==> config.mk <==
export PLATFORM = sky130hd
export DESIGN_NAME = csr_stage_top
export DESIGN_NICKNAME = d
export VERILOG_FILES = /design/src/csr_pkg.sv /design/src/csr_stage_top.sv /design/src/csr_read_mux.sv /design/src/csr_trap_unit.sv /design/src/csr_command_stage.sv /design/src/csr_machine_regs.sv
export SDC_FILE = /design/constraint.sdc
export NUM_CORES = 1
export LEC_CHECK = 0
export BUFFER_PORTS_ARGS = -buffer_cell sky130_fd_sc_hd__clkbuf_2
export CORE_ASPECT_RATIO = 1.75
export CORE_MARGIN = 2
export CORE_UTILIZATION = 50
export CTS_CLUSTER_SIZE = 14
export DETAILED_ROUTE_END_ITERATION = 10
export GPL_TIMING_DRIVEN = 0
export PLACE_DENSITY = 0.87
export SYNTH_ARGS = -nofsm -noshare
export SYNTH_HDL_FRONTEND = slang
export SYNTH_HIERARCHICAL = 1
export SYNTH_SLANG_ARGS = --single-unit
==> constraint.sdc <==
create_clock -name clk -period 3.3 [get_ports clk]
set_input_delay 0.165 -clock clk [delete_from_list [all_inputs] [get_ports clk]]
set_output_delay 0.165 -clock clk [all_outputs]
set_load 0.05 [all_outputs]
==> src/csr_pkg.sv <==
`default_nettype none

package csr_pkg;

    // Command codes coming from decode
    typedef enum logic [2:0] {
        CSR_X     = 3'd0,
        CSR_W     = 3'd1,
        CSR_S     = 3'd2,
        CSR_C     = 3'd3,
        CSR_ECALL = 3'd4,
        CSR_MRET  = 3'd5,
        CSR_SRET  = 3'd6
    } csr_cmd_e;

    typedef enum logic [1:0] {
        MODE_USER       = 2'b00,
        MODE_SUPERVISOR = 2'b01,
        MODE_MACHINE    = 2'b11
    } priv_mode_e;

    // Counters, read only
    localparam logic [11:0] CSR_ADDR_CYCLE      = 12'hc00;
    localparam logic [11:0] CSR_ADDR_TIME       = 12'hc01;
    localparam logic [11:0] CSR_ADDR_CYCLEH     = 12'hc80;
    localparam logic [11:0] CSR_ADDR_TIMEH      = 12'hc81;

    // Machine trap setup and handling
    localparam logic [11:0] CSR_ADDR_MSTATUS    = 12'h300;
    localparam logic [11:0] CSR_ADDR_MIE        = 12'h304;
    localparam logic [11:0] CSR_ADDR_MTVEC      = 12'h305;
    localparam logic [11:0] CSR_ADDR_MCOUNTEREN = 12'h306;
    localparam logic [11:0] CSR_ADDR_MSCRATCH   = 12'h340;
    localparam logic [11:0] CSR_ADDR_MEPC       = 12'h341;
    localparam logic [11:0] CSR_ADDR_MCAUSE     = 12'h342;
    localparam logic [11:0] CSR_ADDR_MTVAL      = 12'h343;
    localparam logic [11:0] CSR_ADDR_SCOUNTEREN = 12'h106;

    // Interrupt bit plus code 7
    localparam logic [31:0] MCAUSE_MTIMER       = 32'h8000_0007;
    // ECALL cause is this plus the current mode
    localparam logic [31:0] MCAUSE_ECALL_BASE   = 32'd8;

    typedef struct packed {
        logic [13:0] rsvd_31_18;
        logic        mprv;
        logic [3:0]  rsvd_16_13;
        logic [1:0]  mpp;
        logic [2:0]  rsvd_10_8;
        logic        mpie;
        logic [2:0]  rsvd_6_4;
        logic        mie;
        logic [2:0]  rsvd_2_0;
    } mstatus_t;

    typedef struct packed {
        logic [19:0] rsvd_31_12;
        logic        meie;
        logic [2:0]  rsvd_10_8;
        logic        mtie;
        logic [2:0]  rsvd_6_4;
        logic        msie;
        logic [2:0]  rsvd_2_0;
    } mie_t;

    // One write word, seen as mstatus or as mie depending on the target
    typedef union packed {
        logic [31:0] raw;
        mstatus_t    mstatus;
        mie_t        mie;
    } csr_word_u;

    typedef struct packed {
        csr_cmd_e    cmd;
        logic [11:0] addr;
        logic [31:0] op1;
    } csr_req_t;

    typedef struct packed {
        logic        en;
        logic [11:0] addr;
        csr_word_u   data;
    } csr_write_t;

    typedef struct packed {
        logic [31:0] mtvec;
        logic [31:0] mscratch;
        logic [31:0] mtval;
        mie_t        mie;
        logic [2:0]  mcounteren;
        logic [2:0]  scounteren;
    } machine_csrs_t;

    typedef struct packed {
        priv_mode_e  mode;
        mstatus_t    mstatus;
        logic [31:0] mepc;
        logic [31:0] mcause;
    } trap_state_t;

endpackage

`default_nettype wire
==> src/csr_stage_top.sv <==
`timescale 1ns/1ps
`default_nettype none

module csr_stage_top #(
    parameter logic [31:0] MTVEC_RESET = 32'h0000_0100
) (
    input  wire logic               clk,
    input  wire logic               reset,
    input  wire logic [63:0]        cycle_count,
    input  wire logic [63:0]        time_count,
    input  wire logic [63:0]        mtime,
    input  wire logic [63:0]        mtimecmp,
    input  wire logic               flush,
    input  wire logic               interrupt_ready,
    input  wire csr_pkg::csr_cmd_e  csr_cmd,
    input  wire logic [31:0]        op1_data,
    input  wire logic [31:0]        imm_i,
    input  wire logic [31:0]        fetch_pc,
    output csr_pkg::csr_cmd_e       cmd_out,
    output logic [31:0]             rdata,
    output logic [31:0]             trap_vector,
    output logic                    stall_may_interrupt
);

    import csr_pkg::*;

    csr_req_t      req;
    csr_write_t    wr;
    machine_csrs_t mcsr;
    trap_state_t   tstate;

    // Squash and read-modify-write sequencing
    csr_command_stage u_command (
        .clk      (clk),
        .reset    (reset),
        .flush    (flush),
        .csr_cmd  (csr_cmd),
        .op1_data (op1_data),
        .imm_i    (imm_i),
        .rdata    (rdata),
        .req      (req),
        .wr       (wr)
    );

    csr_trap_unit u_trap (
        .clk                 (clk),
        .reset               (reset),
        .req                 (req),
        .wr                  (wr),
        .mcsr                (mcsr),
        .mtime               (mtime),
        .mtimecmp            (mtimecmp),
        .interrupt_ready     (interrupt_ready),
        .fetch_pc            (fetch_pc),
        .tstate              (tstate),
        .cmd_out             (cmd_out),
        .trap_vector         (trap_vector),
        .stall_may_interrupt (stall_may_interrupt)
    );

    csr_read_mux u_read (
        .clk         (clk),
        .reset       (reset),
        .req         (req),
        .mcsr        (mcsr),
        .tstate      (tstate),
        .cycle_count (cycle_count),
        .time_count  (time_count),
        .rdata       (rdata)
    );

    csr_machine_regs #(
        .MTVEC_RESET (MTVEC_RESET)
    ) u_regs (
        .clk   (clk),
        .reset (reset),
        .wr    (wr),
        .mcsr  (mcsr)
    );

endmodule

`default_nettype wire

==> src/csr_read_mux.sv <==
`timescale 1ns/1ps
`default_nettype none

module csr_read_mux (
    input  wire logic                   clk,
    input  wire logic                   reset,
    input  wire csr_pkg::csr_req_t      req,
    input  wire csr_pkg::machine_csrs_t mcsr,
    input  wire csr_pkg::trap_state_t   tstate,
    input  wire logic [63:0]            cycle_count,
    input  wire logic [63:0]            time_count,
    output logic [31:0]                 rdata
);

    import csr_pkg::*;

    logic cycle_ok;
    logic time_ok;

    // Machine sees all, supervisor needs mcounteren, user needs both enables
    function automatic logic counter_visible(
        input priv_mode_e mode,
        input logic       m_en,
        input logic       s_en
    );
        return (mode == MODE_MACHINE) ||
               (m_en && (mode == MODE_SUPERVISOR || (mode == MODE_USER && s_en)));
    endfunction

    // Bit 0 is CY, bit 1 is TM
    assign cycle_ok = counter_visible(tstate.mode, mcsr.mcounteren[0], mcsr.scounteren[0]);
    assign time_ok  = counter_visible(tstate.mode, mcsr.mcounteren[1], mcsr.scounteren[1]);

    always_ff @(posedge clk) begin
        if (reset) begin
            rdata <= '0;
        end else begin
            case (req.addr)
                CSR_ADDR_CYCLE: begin
                    rdata <= cycle_ok ? cycle_count[31:0] : 32'b0;
                end
                CSR_ADDR_CYCLEH: begin
                    rdata <= cycle_ok ? cycle_count[63:32] : 32'b0;
                end
                CSR_ADDR_TIME: begin
                    rdata <= time_ok ? time_count[31:0] : 32'b0;
                end
                CSR_ADDR_TIMEH: begin
                    rdata <= time_ok ? time_count[63:32] : 32'b0;
                end
                CSR_ADDR_MSTATUS:    rdata <= tstate.mstatus;
                CSR_ADDR_MIE:        rdata <= mcsr.mie;
                CSR_ADDR_MTVEC:      rdata <= mcsr.mtvec;
                CSR_ADDR_MCOUNTEREN: rdata <= {29'b0, mcsr.mcounteren};
                CSR_ADDR_SCOUNTEREN: rdata <= {29'b0, mcsr.scounteren};
                CSR_ADDR_MSCRATCH:   rdata <= mcsr.mscratch;
                CSR_ADDR_MEPC:       rdata <= tstate.mepc;
                CSR_ADDR_MCAUSE:     rdata <= tstate.mcause;
                CSR_ADDR_MTVAL:      rdata <= mcsr.mtval;
                // Anything not kept reads as zero
                default:             rdata <= '0;
            endcase
        end
    end

endmodule

`default_nettype wire

==> src/csr_trap_unit.sv <==
`timescale 1ns/1ps
`default_nettype none

module csr_trap_unit (
    input  wire logic                   clk,
    input  wire logic                   reset,
    input  wire csr_pkg::csr_req_t      req,
    input  wire csr_pkg::csr_write_t    wr,
    input  wire csr_pkg::machine_csrs_t mcsr,
    input  wire logic [63:0]            mtime,
    input  wire logic [63:0]            mtimecmp,
    input  wire logic                   interrupt_ready,
    input  wire logic [31:0]            fetch_pc,
    output csr_pkg::trap_state_t        tstate,
    output csr_pkg::csr_cmd_e           cmd_out,
    output logic [31:0]                 trap_vector,
    output logic                        stall_may_interrupt
);

    import csr_pkg::*;

    priv_mode_e  mode;
    mstatus_t    mstatus;
    mstatus_t    wr_status;
    logic [31:0] mepc;
    logic [31:0] mcause;
    logic        timer_pending;
    logic        take_timer;
    logic        trap_entry;

    // MIE only masks while already in machine mode
    assign timer_pending = (mtime >= mtimecmp) && mcsr.mie.mtie &&
                           (mode != MODE_MACHINE || mstatus.mie);
    assign take_timer          = timer_pending && interrupt_ready;
    assign trap_entry          = take_timer || (req.cmd == CSR_ECALL);
    assign stall_may_interrupt = timer_pending;
    assign wr_status           = wr.data.mstatus;

    always_ff @(posedge clk) begin
        if (reset) begin
            mode        <= MODE_MACHINE;
            mstatus     <= '{mpp: MODE_MACHINE, default: '0};
            mepc        <= '0;
            mcause      <= '0;
            cmd_out     <= CSR_X;
            trap_vector <= '0;
        end else begin
            // Entry to machine mode, shared by timer and ECALL
            if (trap_entry) begin
                trap_vector  <= mcsr.mtvec;
                mode         <= MODE_MACHINE;
                mstatus.mpp  <= mode;
                mstatus.mpie <= mstatus.mie;
                mstatus.mie  <= 1'b0;
            end

            if (take_timer) begin
                // Interrupt replaces whatever request was presented
                cmd_out <= CSR_ECALL;
                mepc    <= fetch_pc;
                mcause  <= MCAUSE_MTIMER;
            end else begin
                cmd_out <= req.cmd;
                if (req.cmd == CSR_ECALL) begin
                    mcause <= MCAUSE_ECALL_BASE + {30'b0, mode};
                end
                if (req.cmd == CSR_MRET) begin
                    trap_vector  <= mepc;
                    mode         <= priv_mode_e'(mstatus.mpp);
                    mstatus.mpp  <= MODE_USER;
                    mstatus.mie  <= mstatus.mpie;
                    mstatus.mpie <= 1'b1;
                    if (mstatus.mpp != MODE_MACHINE) begin
                        mstatus.mprv <= 1'b0;
                    end
                end
            end

            // Software write lands last and so wins
            if (wr.en) begin
                case (wr.addr)
                    CSR_ADDR_MSTATUS: begin
                        mstatus.mprv <= wr_status.mprv;
                        mstatus.mpie <= wr_status.mpie;
                        mstatus.mie  <= wr_status.mie;
                        // Mode 2 is not implemented, so MPP keeps its value
                        if (wr_status.mpp != 2'b10) begin
                            mstatus.mpp <= wr_status.mpp;
                        end
                    end
                    CSR_ADDR_MEPC:   mepc   <= wr.data.raw;
                    CSR_ADDR_MCAUSE: mcause <= wr.data.raw;
                    default: ;
                endcase
            end
        end
    end

    assign tstate = '{mode: mode, mstatus: mstatus, mepc: mepc, mcause: mcause};

    // MRET restores from MPP, so MPP legalization keeps the mode valid
    a_mode_legal : assert property (@(posedge clk) disable iff (reset)
        mode != 2'b10);

endmodule

`default_nettype wire

==> src/csr_command_stage.sv <==
`timescale 1ns/1ps
`default_nettype none

module csr_command_stage (
    input  wire logic               clk,
    input  wire logic               reset,
    input  wire logic               flush,
    input  wire csr_pkg::csr_cmd_e  csr_cmd,
    input  wire logic [31:0]        op1_data,
    input  wire logic [31:0]        imm_i,
    input  wire logic [31:0]        rdata,
    output csr_pkg::csr_req_t       req,
    output csr_pkg::csr_write_t     wr
);

    import csr_pkg::*;

    csr_cmd_e    save_cmd;
    logic [11:0] save_addr;
    logic [31:0] save_op1;
    logic [31:0] wdata;

    // Branch hazard in write-back turns the request into an empty read
    always_comb begin
        if (flush) begin
            req.cmd  = CSR_X;
            req.addr = 12'hfff;
            req.op1  = 32'hffff_ffff;
        end else begin
            req.cmd  = csr_cmd;
            req.addr = imm_i[11:0];
            req.op1  = op1_data;
        end
    end

    always_ff @(posedge clk) begin
        if (reset) begin
            save_cmd <= CSR_X;
        end else begin
            save_cmd <= req.cmd;
        end
    end

    always_ff @(posedge clk) begin
        save_addr <= req.addr;
        save_op1  <= req.op1;
    end

    // rdata now holds the old value of the saved CSR
    always_comb begin
        case (save_cmd)
            CSR_W:   wdata = save_op1;
            CSR_S:   wdata = rdata | save_op1;
            CSR_C:   wdata = rdata & ~save_op1;
            default: wdata = '0;
        endcase
    end

    always_comb begin
        wr.en       = save_cmd inside {CSR_W, CSR_S, CSR_C};
        wr.addr     = save_addr;
        wr.data.raw = wdata;
    end

    // A committed write carries a known address and a known merged value
    a_write_known : assert property (@(posedge clk) disable iff (reset)
        wr.en |-> !$isunknown({wr.addr, wr.data.raw}));

endmodule

`default_nettype wire

==> src/csr_machine_regs.sv <==
`timescale 1ns/1ps
`default_nettype none

module csr_machine_regs #(
    parameter logic [31:0] MTVEC_RESET = 32'h0000_0000
) (
    input  wire logic                clk,
    input  wire logic                reset,
    input  wire csr_pkg::csr_write_t wr,
    output csr_pkg::machine_csrs_t   mcsr
);

    import csr_pkg::*;

    // MEIE, MTIE and MSIE
    localparam logic [31:0] MIE_KEPT = 32'h0000_0888;

    mie_t mie_wr;

    // Only the three machine enables survive a write
    always_comb begin
        mie_wr      = '0;
        mie_wr.meie = wr.data.mie.meie;
        mie_wr.mtie = wr.data.mie.mtie;
        mie_wr.msie = wr.data.mie.msie;
    end

    always_ff @(posedge clk) begin
        if (reset) begin
            mcsr <= '{mtvec: MTVEC_RESET, default: '0};
        end else if (wr.en) begin
            case (wr.addr)
                CSR_ADDR_MTVEC:      mcsr.mtvec      <= wr.data.raw;
                CSR_ADDR_MSCRATCH:   mcsr.mscratch   <= wr.data.raw;
                CSR_ADDR_MTVAL:      mcsr.mtval      <= wr.data.raw;
                CSR_ADDR_MIE:        mcsr.mie        <= mie_wr;
                // IR, TM and CY
                CSR_ADDR_MCOUNTEREN: mcsr.mcounteren <= wr.data.raw[2:0];
                CSR_ADDR_SCOUNTEREN: mcsr.scounteren <= wr.data.raw[2:0];
                default: ;
            endcase
        end
    end

    // Supervisor and reserved enables never leak in from any write
    a_mie_reserved_zero : assert property (@(posedge clk) disable iff (reset)
        (mcsr.mie & ~MIE_KEPT) == 32'b0);

endmodule

`default_nettype wire

==> flow_summary.json, run 1 <==
{
  "status": "finished, violations left",
  "violations": "slew limit, setup timing",
  "power_density_mw_per_mm2": 377,
  "crit_fanout": 10,
  "final_area_mm2": 0.0219,
  "ys_seq_area_frac": 0.335,
  "clk_latency_ns": 0.58,
  "grt_max_degree": 15,
  "dp.cells": 2737,
  "slew_viol_final": 1,
  "synth_cell_types": 77,
  "drtAntennaViolNets": 0,
  "die_w_um": 145,
  "criticalPathCategory": "in2reg",
  "start_kind": "input pin",
  "nets": 2808,
  "synth_area_leaders": "dfxtp_1 34%, mux2i_1 8.6%, nand2b_1 7.2%",
  "synth_compound_area_frac": 0.172,
  "drt-total-wl_um": 77800,
  "cts_tree": "yes",
  "num_rows": 90,
  "synthMuxAreaShare": 0.167,
  "syn-cell-area_mm2": 0.0173,
  "die-area_mm2": 0.0362,
  "yosys_register_bits": 290,
  "peakVddDrop_mv": 0.384,
  "power_leakage_nw": 9.46,
  "drc": 0,
  "synth.top_cell.area_share": 0.335,
  "grt_pass1_wl_um": 110000,
  "synth_xor_area_frac": 0.000506,
  "min_period_ns": 3.37,
  "hpwl_um": 56900,
  "synth_fa_ha_area_frac": 0.0462,
  "finalPower_mw": 8.24,
  "crit_chain": "dlygate4sd3_1 -> clkbuf_2 -> or2_2 -> or3_1 -> buf_2 -> nor2_1 -> clkbuf_2 -> a22o_1 -> a222oi_1 -> a21oi_1",
  "slowest_stage": "nor2_1",
  "clock_path_buffers": 3,
  "coreArea_mm2": 0.0343,
  "synth_top_family_by_area": "simple AND/OR/NAND/NOR gates",
  "ys_async_sr_fraction": 0,
  "dpl_cell_area_mm2": 0.0201,
  "pre_cts_slack_ns": -0.696,
  "worst_slack_ns": -0.0701,
  "hold_path.class": "in2reg",
  "clk_pin_slew_worst_paths_ns": 0.07,
  "synth_flop_cell": "dfxtp_1",
  "final-hold-violation-count": 0,
  "dieHeight_um": 250,
  "tightest_slew_ns": 1.53,
  "synthSimpleGateAreaFrac": 0.185,
  "routed_via_density": 6.19,
  "antenna_found_initial": 3,
  "wl_per_cell_um": 27.2,
  "clock_sinks": 290,
  "cp.required_ns": 3.79,
  "grt-ovfl-total": 0,
  "r2r_start": "u_trap/mode[1]$_SDFF_PP1_",
  "cp-end-kind": "register",
  "boundaryPins": 427,
  "synth_edf_count": 0,
  "drv_cap": 0,
  "cts_root_buffer": "clkbuf_16",
  "stdcell_count": 2866,
  "timing.slew.headroom": -0.0192,
  "syn_avg_cell_area_um2": 9.53,
  "final_layout_size_suffix_gt1_frac": 0.325,
  "finalCritPeriodShare": 1.02,
  "slowest_delay_ns": 0.80,
  "fillCellCount": 2827,
  "startpoint": "imm_i[4]",
  "gp_congestion": 1.01,
  "cts_made_buffers": 28,
  "max_freq_mhz": 297,
  "crit_top_cell": "clkbuf_2",
  "drtIter0Drc": 1962,
  "cts_setup_buffers": 0,
  "drt-pass1-iter-count": 7,
  "area_growth_pct": 26.2,
  "initial_core_util": 0.504,
  "setup_violations": 2,
  "synth_top_area_cell": "dfxtp_1",
  "grt_pass1_vias": 18400,
  "portBuffers": 406,
  "grt_usage": 0.417,
  "rsz0062_at_grt": "false",
  "num_vias": 17700,
  "arrival_ns": 3.86,
  "synth_top_cells_by_count": "290 x dfxtp_1, 200 x nand2b_1, 148 x mux2i_1",
  "htreeDepth": 1,
  "yosysWarnings": 6,
  "min-delay-start": "cycle_count[46]",
  "netlist_instances": 1817,
  "skew_ns": 0.0325,
  "yosysMostFrequentCell": "dfxtp_1"
}
-- final cells by class --
| class | instances | area, um2 | share of cell area |
|---|---|---|---|
| plain buffers | 202 | 1250 | 0.0574 |
| multi-input cells | 1278 | 10100 | 0.463 |
| well taps | 460 | 576 | 0.0263 |
| diodes | 2 | 5.00 | 0.000229 |
| clock inverters | 9 | 113 | 0.00515 |
| clock buffers | 40 | 786 | 0.0359 |
| inverters | 101 | 379 | 0.0173 |
| flip-flops and latches | 290 | 5810 | 0.266 |
| repair buffers | 484 | 2810 | 0.129 |
-- layer usage --
layer  vias up  track usage  part of all wire
li1       7661            -                 -
met3       469        0.105             0.096
met5         -            0           0.00022
met2      1281        0.691              0.47
met4         2        0.414              0.12
met1      8314        0.407              0.31
-- worst paths after layout --
kind                                        to  slack (ns)  cells past startpoint
setup reg to reg   u_read/rdata[16]$_SDFF_PP0_        0.08                      6
hold reg to reg   u_trap/mcause[10]$_SDFF_PP0_        0.47                      2
setup / recovery   u_read/rdata[16]$_SDFF_PP0_       -0.07                     10
hold / removal     u_read/rdata[14]$_SDFF_PP0_       0.004                      4
-- stage by stage --
stage               TNS (ns)  utilization  hold slack, ns
global route               0        0.636          0.0243
finish               -0.0845        0.637         0.00380
detailed placement    -14.19        0.587           0.350
CTS                        0        0.636         0.00222
floorplan                  0            -           0.237
global placement      -14.21        0.586           0.350
-- critical path, delay by kind of cell --
| kind | cells | cell delay (ns) |
|---|---|---|
| buffers and inverters | 4 | 1.43 |
| and+or+nand+nor | 3 | 1.45 |
| AOI/OAI and AO/OA | 3 | 0.81 |
-- cells in the final DEF, fill, tap and decap left out, drive strengths merged, types with 5 or more instances in the layout --
master | Yosys | layout
a211oi | 38 | 38
a21oi | 119 | 119
a221oi | 33 | 33
a222oi | 29 | 29
a22o | 18 | 18
a22oi | 28 | 28
a311oi | 33 | 33
a31oi | 7 | 7
a32oi | 9 | 9
buf | 124 | 125
clkbuf | 78 | 523
clkinv | 0 | 5
conb | 2 | 56
dfxtp | 290 | 290
dlygate4sd3 | 0 | 78
ha | 64 | 64
inv | 101 | 102
mux2 | 65 | 65
mux2i | 148 | 148
mux4 | 30 | 30
nand2 | 55 | 55
nand2b | 206 | 206
nand3 | 14 | 14
nand3b | 36 | 36
nand4 | 40 | 40
nand4b | 6 | 6
nor2 | 54 | 54
nor2b | 11 | 11
nor3 | 14 | 14
nor4 | 7 | 7
nor4b | 5 | 5
o21ai | 51 | 51
or2 | 45 | 45
-- state kept, by name (all words and copies together) (netlist names), 3 cells and up --
name / cells
u_trap/mepc: 32
u_trap/trap_vector: 32
u_trap/tstate: 5
u_trap/mcause: 32
u_regs/mcsr: 105
u_command/save_cmd: 3
u_command/save_op1: 32
u_read/rdata: 32
u_command/save_addr: 12
u_trap/cmd_out: 3
-- where the power goes --
group	internal [mW]	switching, mW	total [mW]
sequential	3.56	0.0530	3.61
combinational	0.581	0.773	1.35
clock	1.81	1.46	3.27
-- cells by family after synthesis --
| group | after synthesis |
|---|---|
| AOI/OAI and AO/OA | 394 |
| xor gates and xnor gates | 1 |
| adders and majority gates | 64 |
| buffers and inverters | 303 |
| DFF | 290 |
| muxes | 243 |
| other | 2 |
| and+or+nand+nor | 520 |
-- repair_timing --
| item | CTS | global route |
|---|---|---|
| pin swaps | 0 | 1 |
| setup endpoints to repair | 6 | 21 |
| gates resized for setup | 3 | 25 |
| endpoints found under the hold margin | 79 | 0 |
| hold buffers | 78 | 0 |
(Power assumes the default switching activity.)
==> inputs of run 2 (changes only) <==
- CORE_UTILIZATION: 50 -> 49
- PLACE_DENSITY: 0.87 -> 0.88
- clock period: 3.3 -> 2.8 ns (I/O delays scaled with it)
==> flow_summary.json, run 2 (same netlist as run 1, synthesis figures left out) <==
{
  "grt-ovfl-total": 0,
  "p_int_mw": 7.36,
  "boundaryPins": 427,
  "area_growth_pct": 27.9,
  "cts_tree": "yes",
  "use_met3": 0.0755,
  "finalCritPeriodShare": 1.03,
  "max_freq_mhz": 345,
  "num_vias": 17700,
  "tightest_slew_ns": 1.31,
  "swShare": 0.266,
  "grt_usage": 0.388,
  "cp.required_ns": 3.21,
  "netSwitchingPower_mw": 2.68,
  "final_area_mm2": 0.0222,
  "hold_path.class": "in2reg",
  "power_density_mw_per_mm2": 453,
  "crit_fanout": 10,
  "initial_core_util": 0.494,
  "nets": 2822,
  "diodes": 0,
  "grt_use_met1": 0.376,
  "setup_violations": 4,
  "drt-pass1-iter-count": 6,
  "timing.slew.headroom": 0.121,
  "criticalPathCategory": "in2reg",
  "grt_pass1_wl_um": 107000,
  "slew_viol_final": 0,
  "peakVddDrop_mv": 0.427,
  "power_leakage_nw": 9.64,
  "drv_cap": 0,
  "gp_congestion": 1.01,
  "clk_pin_slew_worst_paths_ns": 0.07,
  "coreArea_mm2": 0.0351,
  "status": "finished, violations left",
  "cts_root_buffer": "clkbuf_16",
  "drtIter0Drc": 1957,
  "clockPowerShare": 0.417,
  "largest_register_ff_count": 105,
  "pre_cts_slack_ns": -0.999,
  "grt_util_met2": 0.671,
  "clock_path_buffers": 3,
  "arrival_ns": 3.30,
  "dpl_cell_area_mm2": 0.0202,
  "antenna_found_initial": 0,
  "drt-total-wl_um": 75200,
  "combPwrFrac": 0.158,
  "final-hold-violation-count": 0,
  "wl_per_cell_um": 26.1,
  "start_kind": "input pin",
  "dieHeight_um": 253,
  "grt_pass1_vias": 17900,
  "clock_sinks": 290,
  "final_common_cell": "clkbuf_2",
  "clk_latency_ns": 0.57,
  "cp-end-kind": "register",
  "min_period_ns": 2.89,
  "die-area_mm2": 0.0369,
  "skew_ns": 0.00901,
  "layout_common_cells": "425 x clkbuf_2, 290 x dfxtp_1, 200 x nand2b_1",
  "htreeDepth": 1,
  "drtAntennaViolNets": 0,
  "hpwl_um": 56200,
  "die_w_um": 146,
  "grt_max_degree": 15,
  "final_layout_size_suffix_gt1_frac": 0.335,
  "seq_power_share": 0.424,
  "regMostFlops": "u_regs/mcsr",
  "busiest_layer": "met2",
  "num_rows": 91,
  "worst_slack_ns": -0.0949,
  "violations": "setup timing",
  "portBuffers": 406,
  "routed_via_density": 6.12,
  "cts_made_buffers": 28,
  "drc": 0
}
==> run 2: cell types whose count changed in the layout (fill, tap and decap cells not counted), moves of 3 or more <==
cell           previous run  this run
clkbuf_1                 76        58
clkbuf_2                415       425
dlygate4sd3_1            78        88
buf_4                    69        74
bufinv_16                 2         5
clkbuf_4                  0         3
clkinv_2                  4         7
==> run 2: timing repair <==
item                                    in CTS  in global routing
endpoints found under the setup margin      63                 85
hold endpoints to repair                    84                  0
pin swaps                                    1                  0
hold buffers                                88                  0
buffers inserted                             1                  3
gates resized for setup                     21                 28
==> run 2: layer usage <==
metal / part of all wire / wire length (um)
met5: 0 / 0
met3: 0.088 / 6620
met2: 0.48 / 36200
met1: 0.31 / 23200
met4: 0.12 / 9140
==> run 2: power groups by stage <==
stage	Sequential, mW	Clock [mW]	Combinational, mW
6_report	4.26	4.19	1.59
2_1_floorplan	4.44	0	0.726
5_1_grt	4.26	4.36	1.66
3_3_place_gp	4.34	0	1.38
3_5_place_dp	4.35	0	1.42
4_1_cts	4.26	4.19	1.53
==> run 2: layout make-up <==
type / count / area, um2
Buffer: 201 / 1290
Clock buffer: 36 / 802
Fill cell: 2881 / 12900
Inverter: 101 / 379
Clock inverter: 13 / 194
Tap cell: 465 / 582
Timing Repair Buffer: 499 / 2950
Multi-Input combinational cell: 1278 / 10200
Sequential cell: 290 / 5810
==> run 2: path summary, 6_finish.rpt <==
path                            cells after the start  slack, ns                         start                            to
worst max-delay path                                9      -0.09                         flush   u_read/rdata[16]$_SDFF_PP0_
worst min-delay path                                4      0.007               cycle_count[60]   u_read/rdata[28]$_SDFF_PP0_
worst max register to register                      6       0.03     u_trap/mode[1]$_SDFF_PP1_   u_read/rdata[16]$_SDFF_PP0_
worst min register to register                      2       0.47  u_trap/mcause[26]$_SDFF_PP0_  u_trap/mcause[26]$_SDFF_PP0_
==> run 2: critical path, stage by stage <==
cell,delay [ns]
clkbuf_2,0.09
buf_2,0.20
clkbuf_2,0.27
or2_2,0.20
buf_2,0.31
buf_4,0.36
mux4_2,0.55
a222oi_1,1.00
a21oi_1,0.16
==> run 2: stage by stage <==
stage | TNS, ns | cells | util | power, mW | hold WS (ns)
3_3_place_gp | -46.86 | 2742 | 0.574 | 5.73 | 0.325
6_report | -0.268 | 2883 | 0.632 | 10.0 | 0.00725
2_1_floorplan | 0 | 1871 | - | 5.16 | 0.212
5_1_grt | -0.00447 | 2883 | 0.632 | 10.3 | 0.0193
3_5_place_dp | -49.02 | 2743 | 0.575 | 5.77 | 0.325
4_1_cts | 0 | 2880 | 0.630 | 9.98 | 0.00181
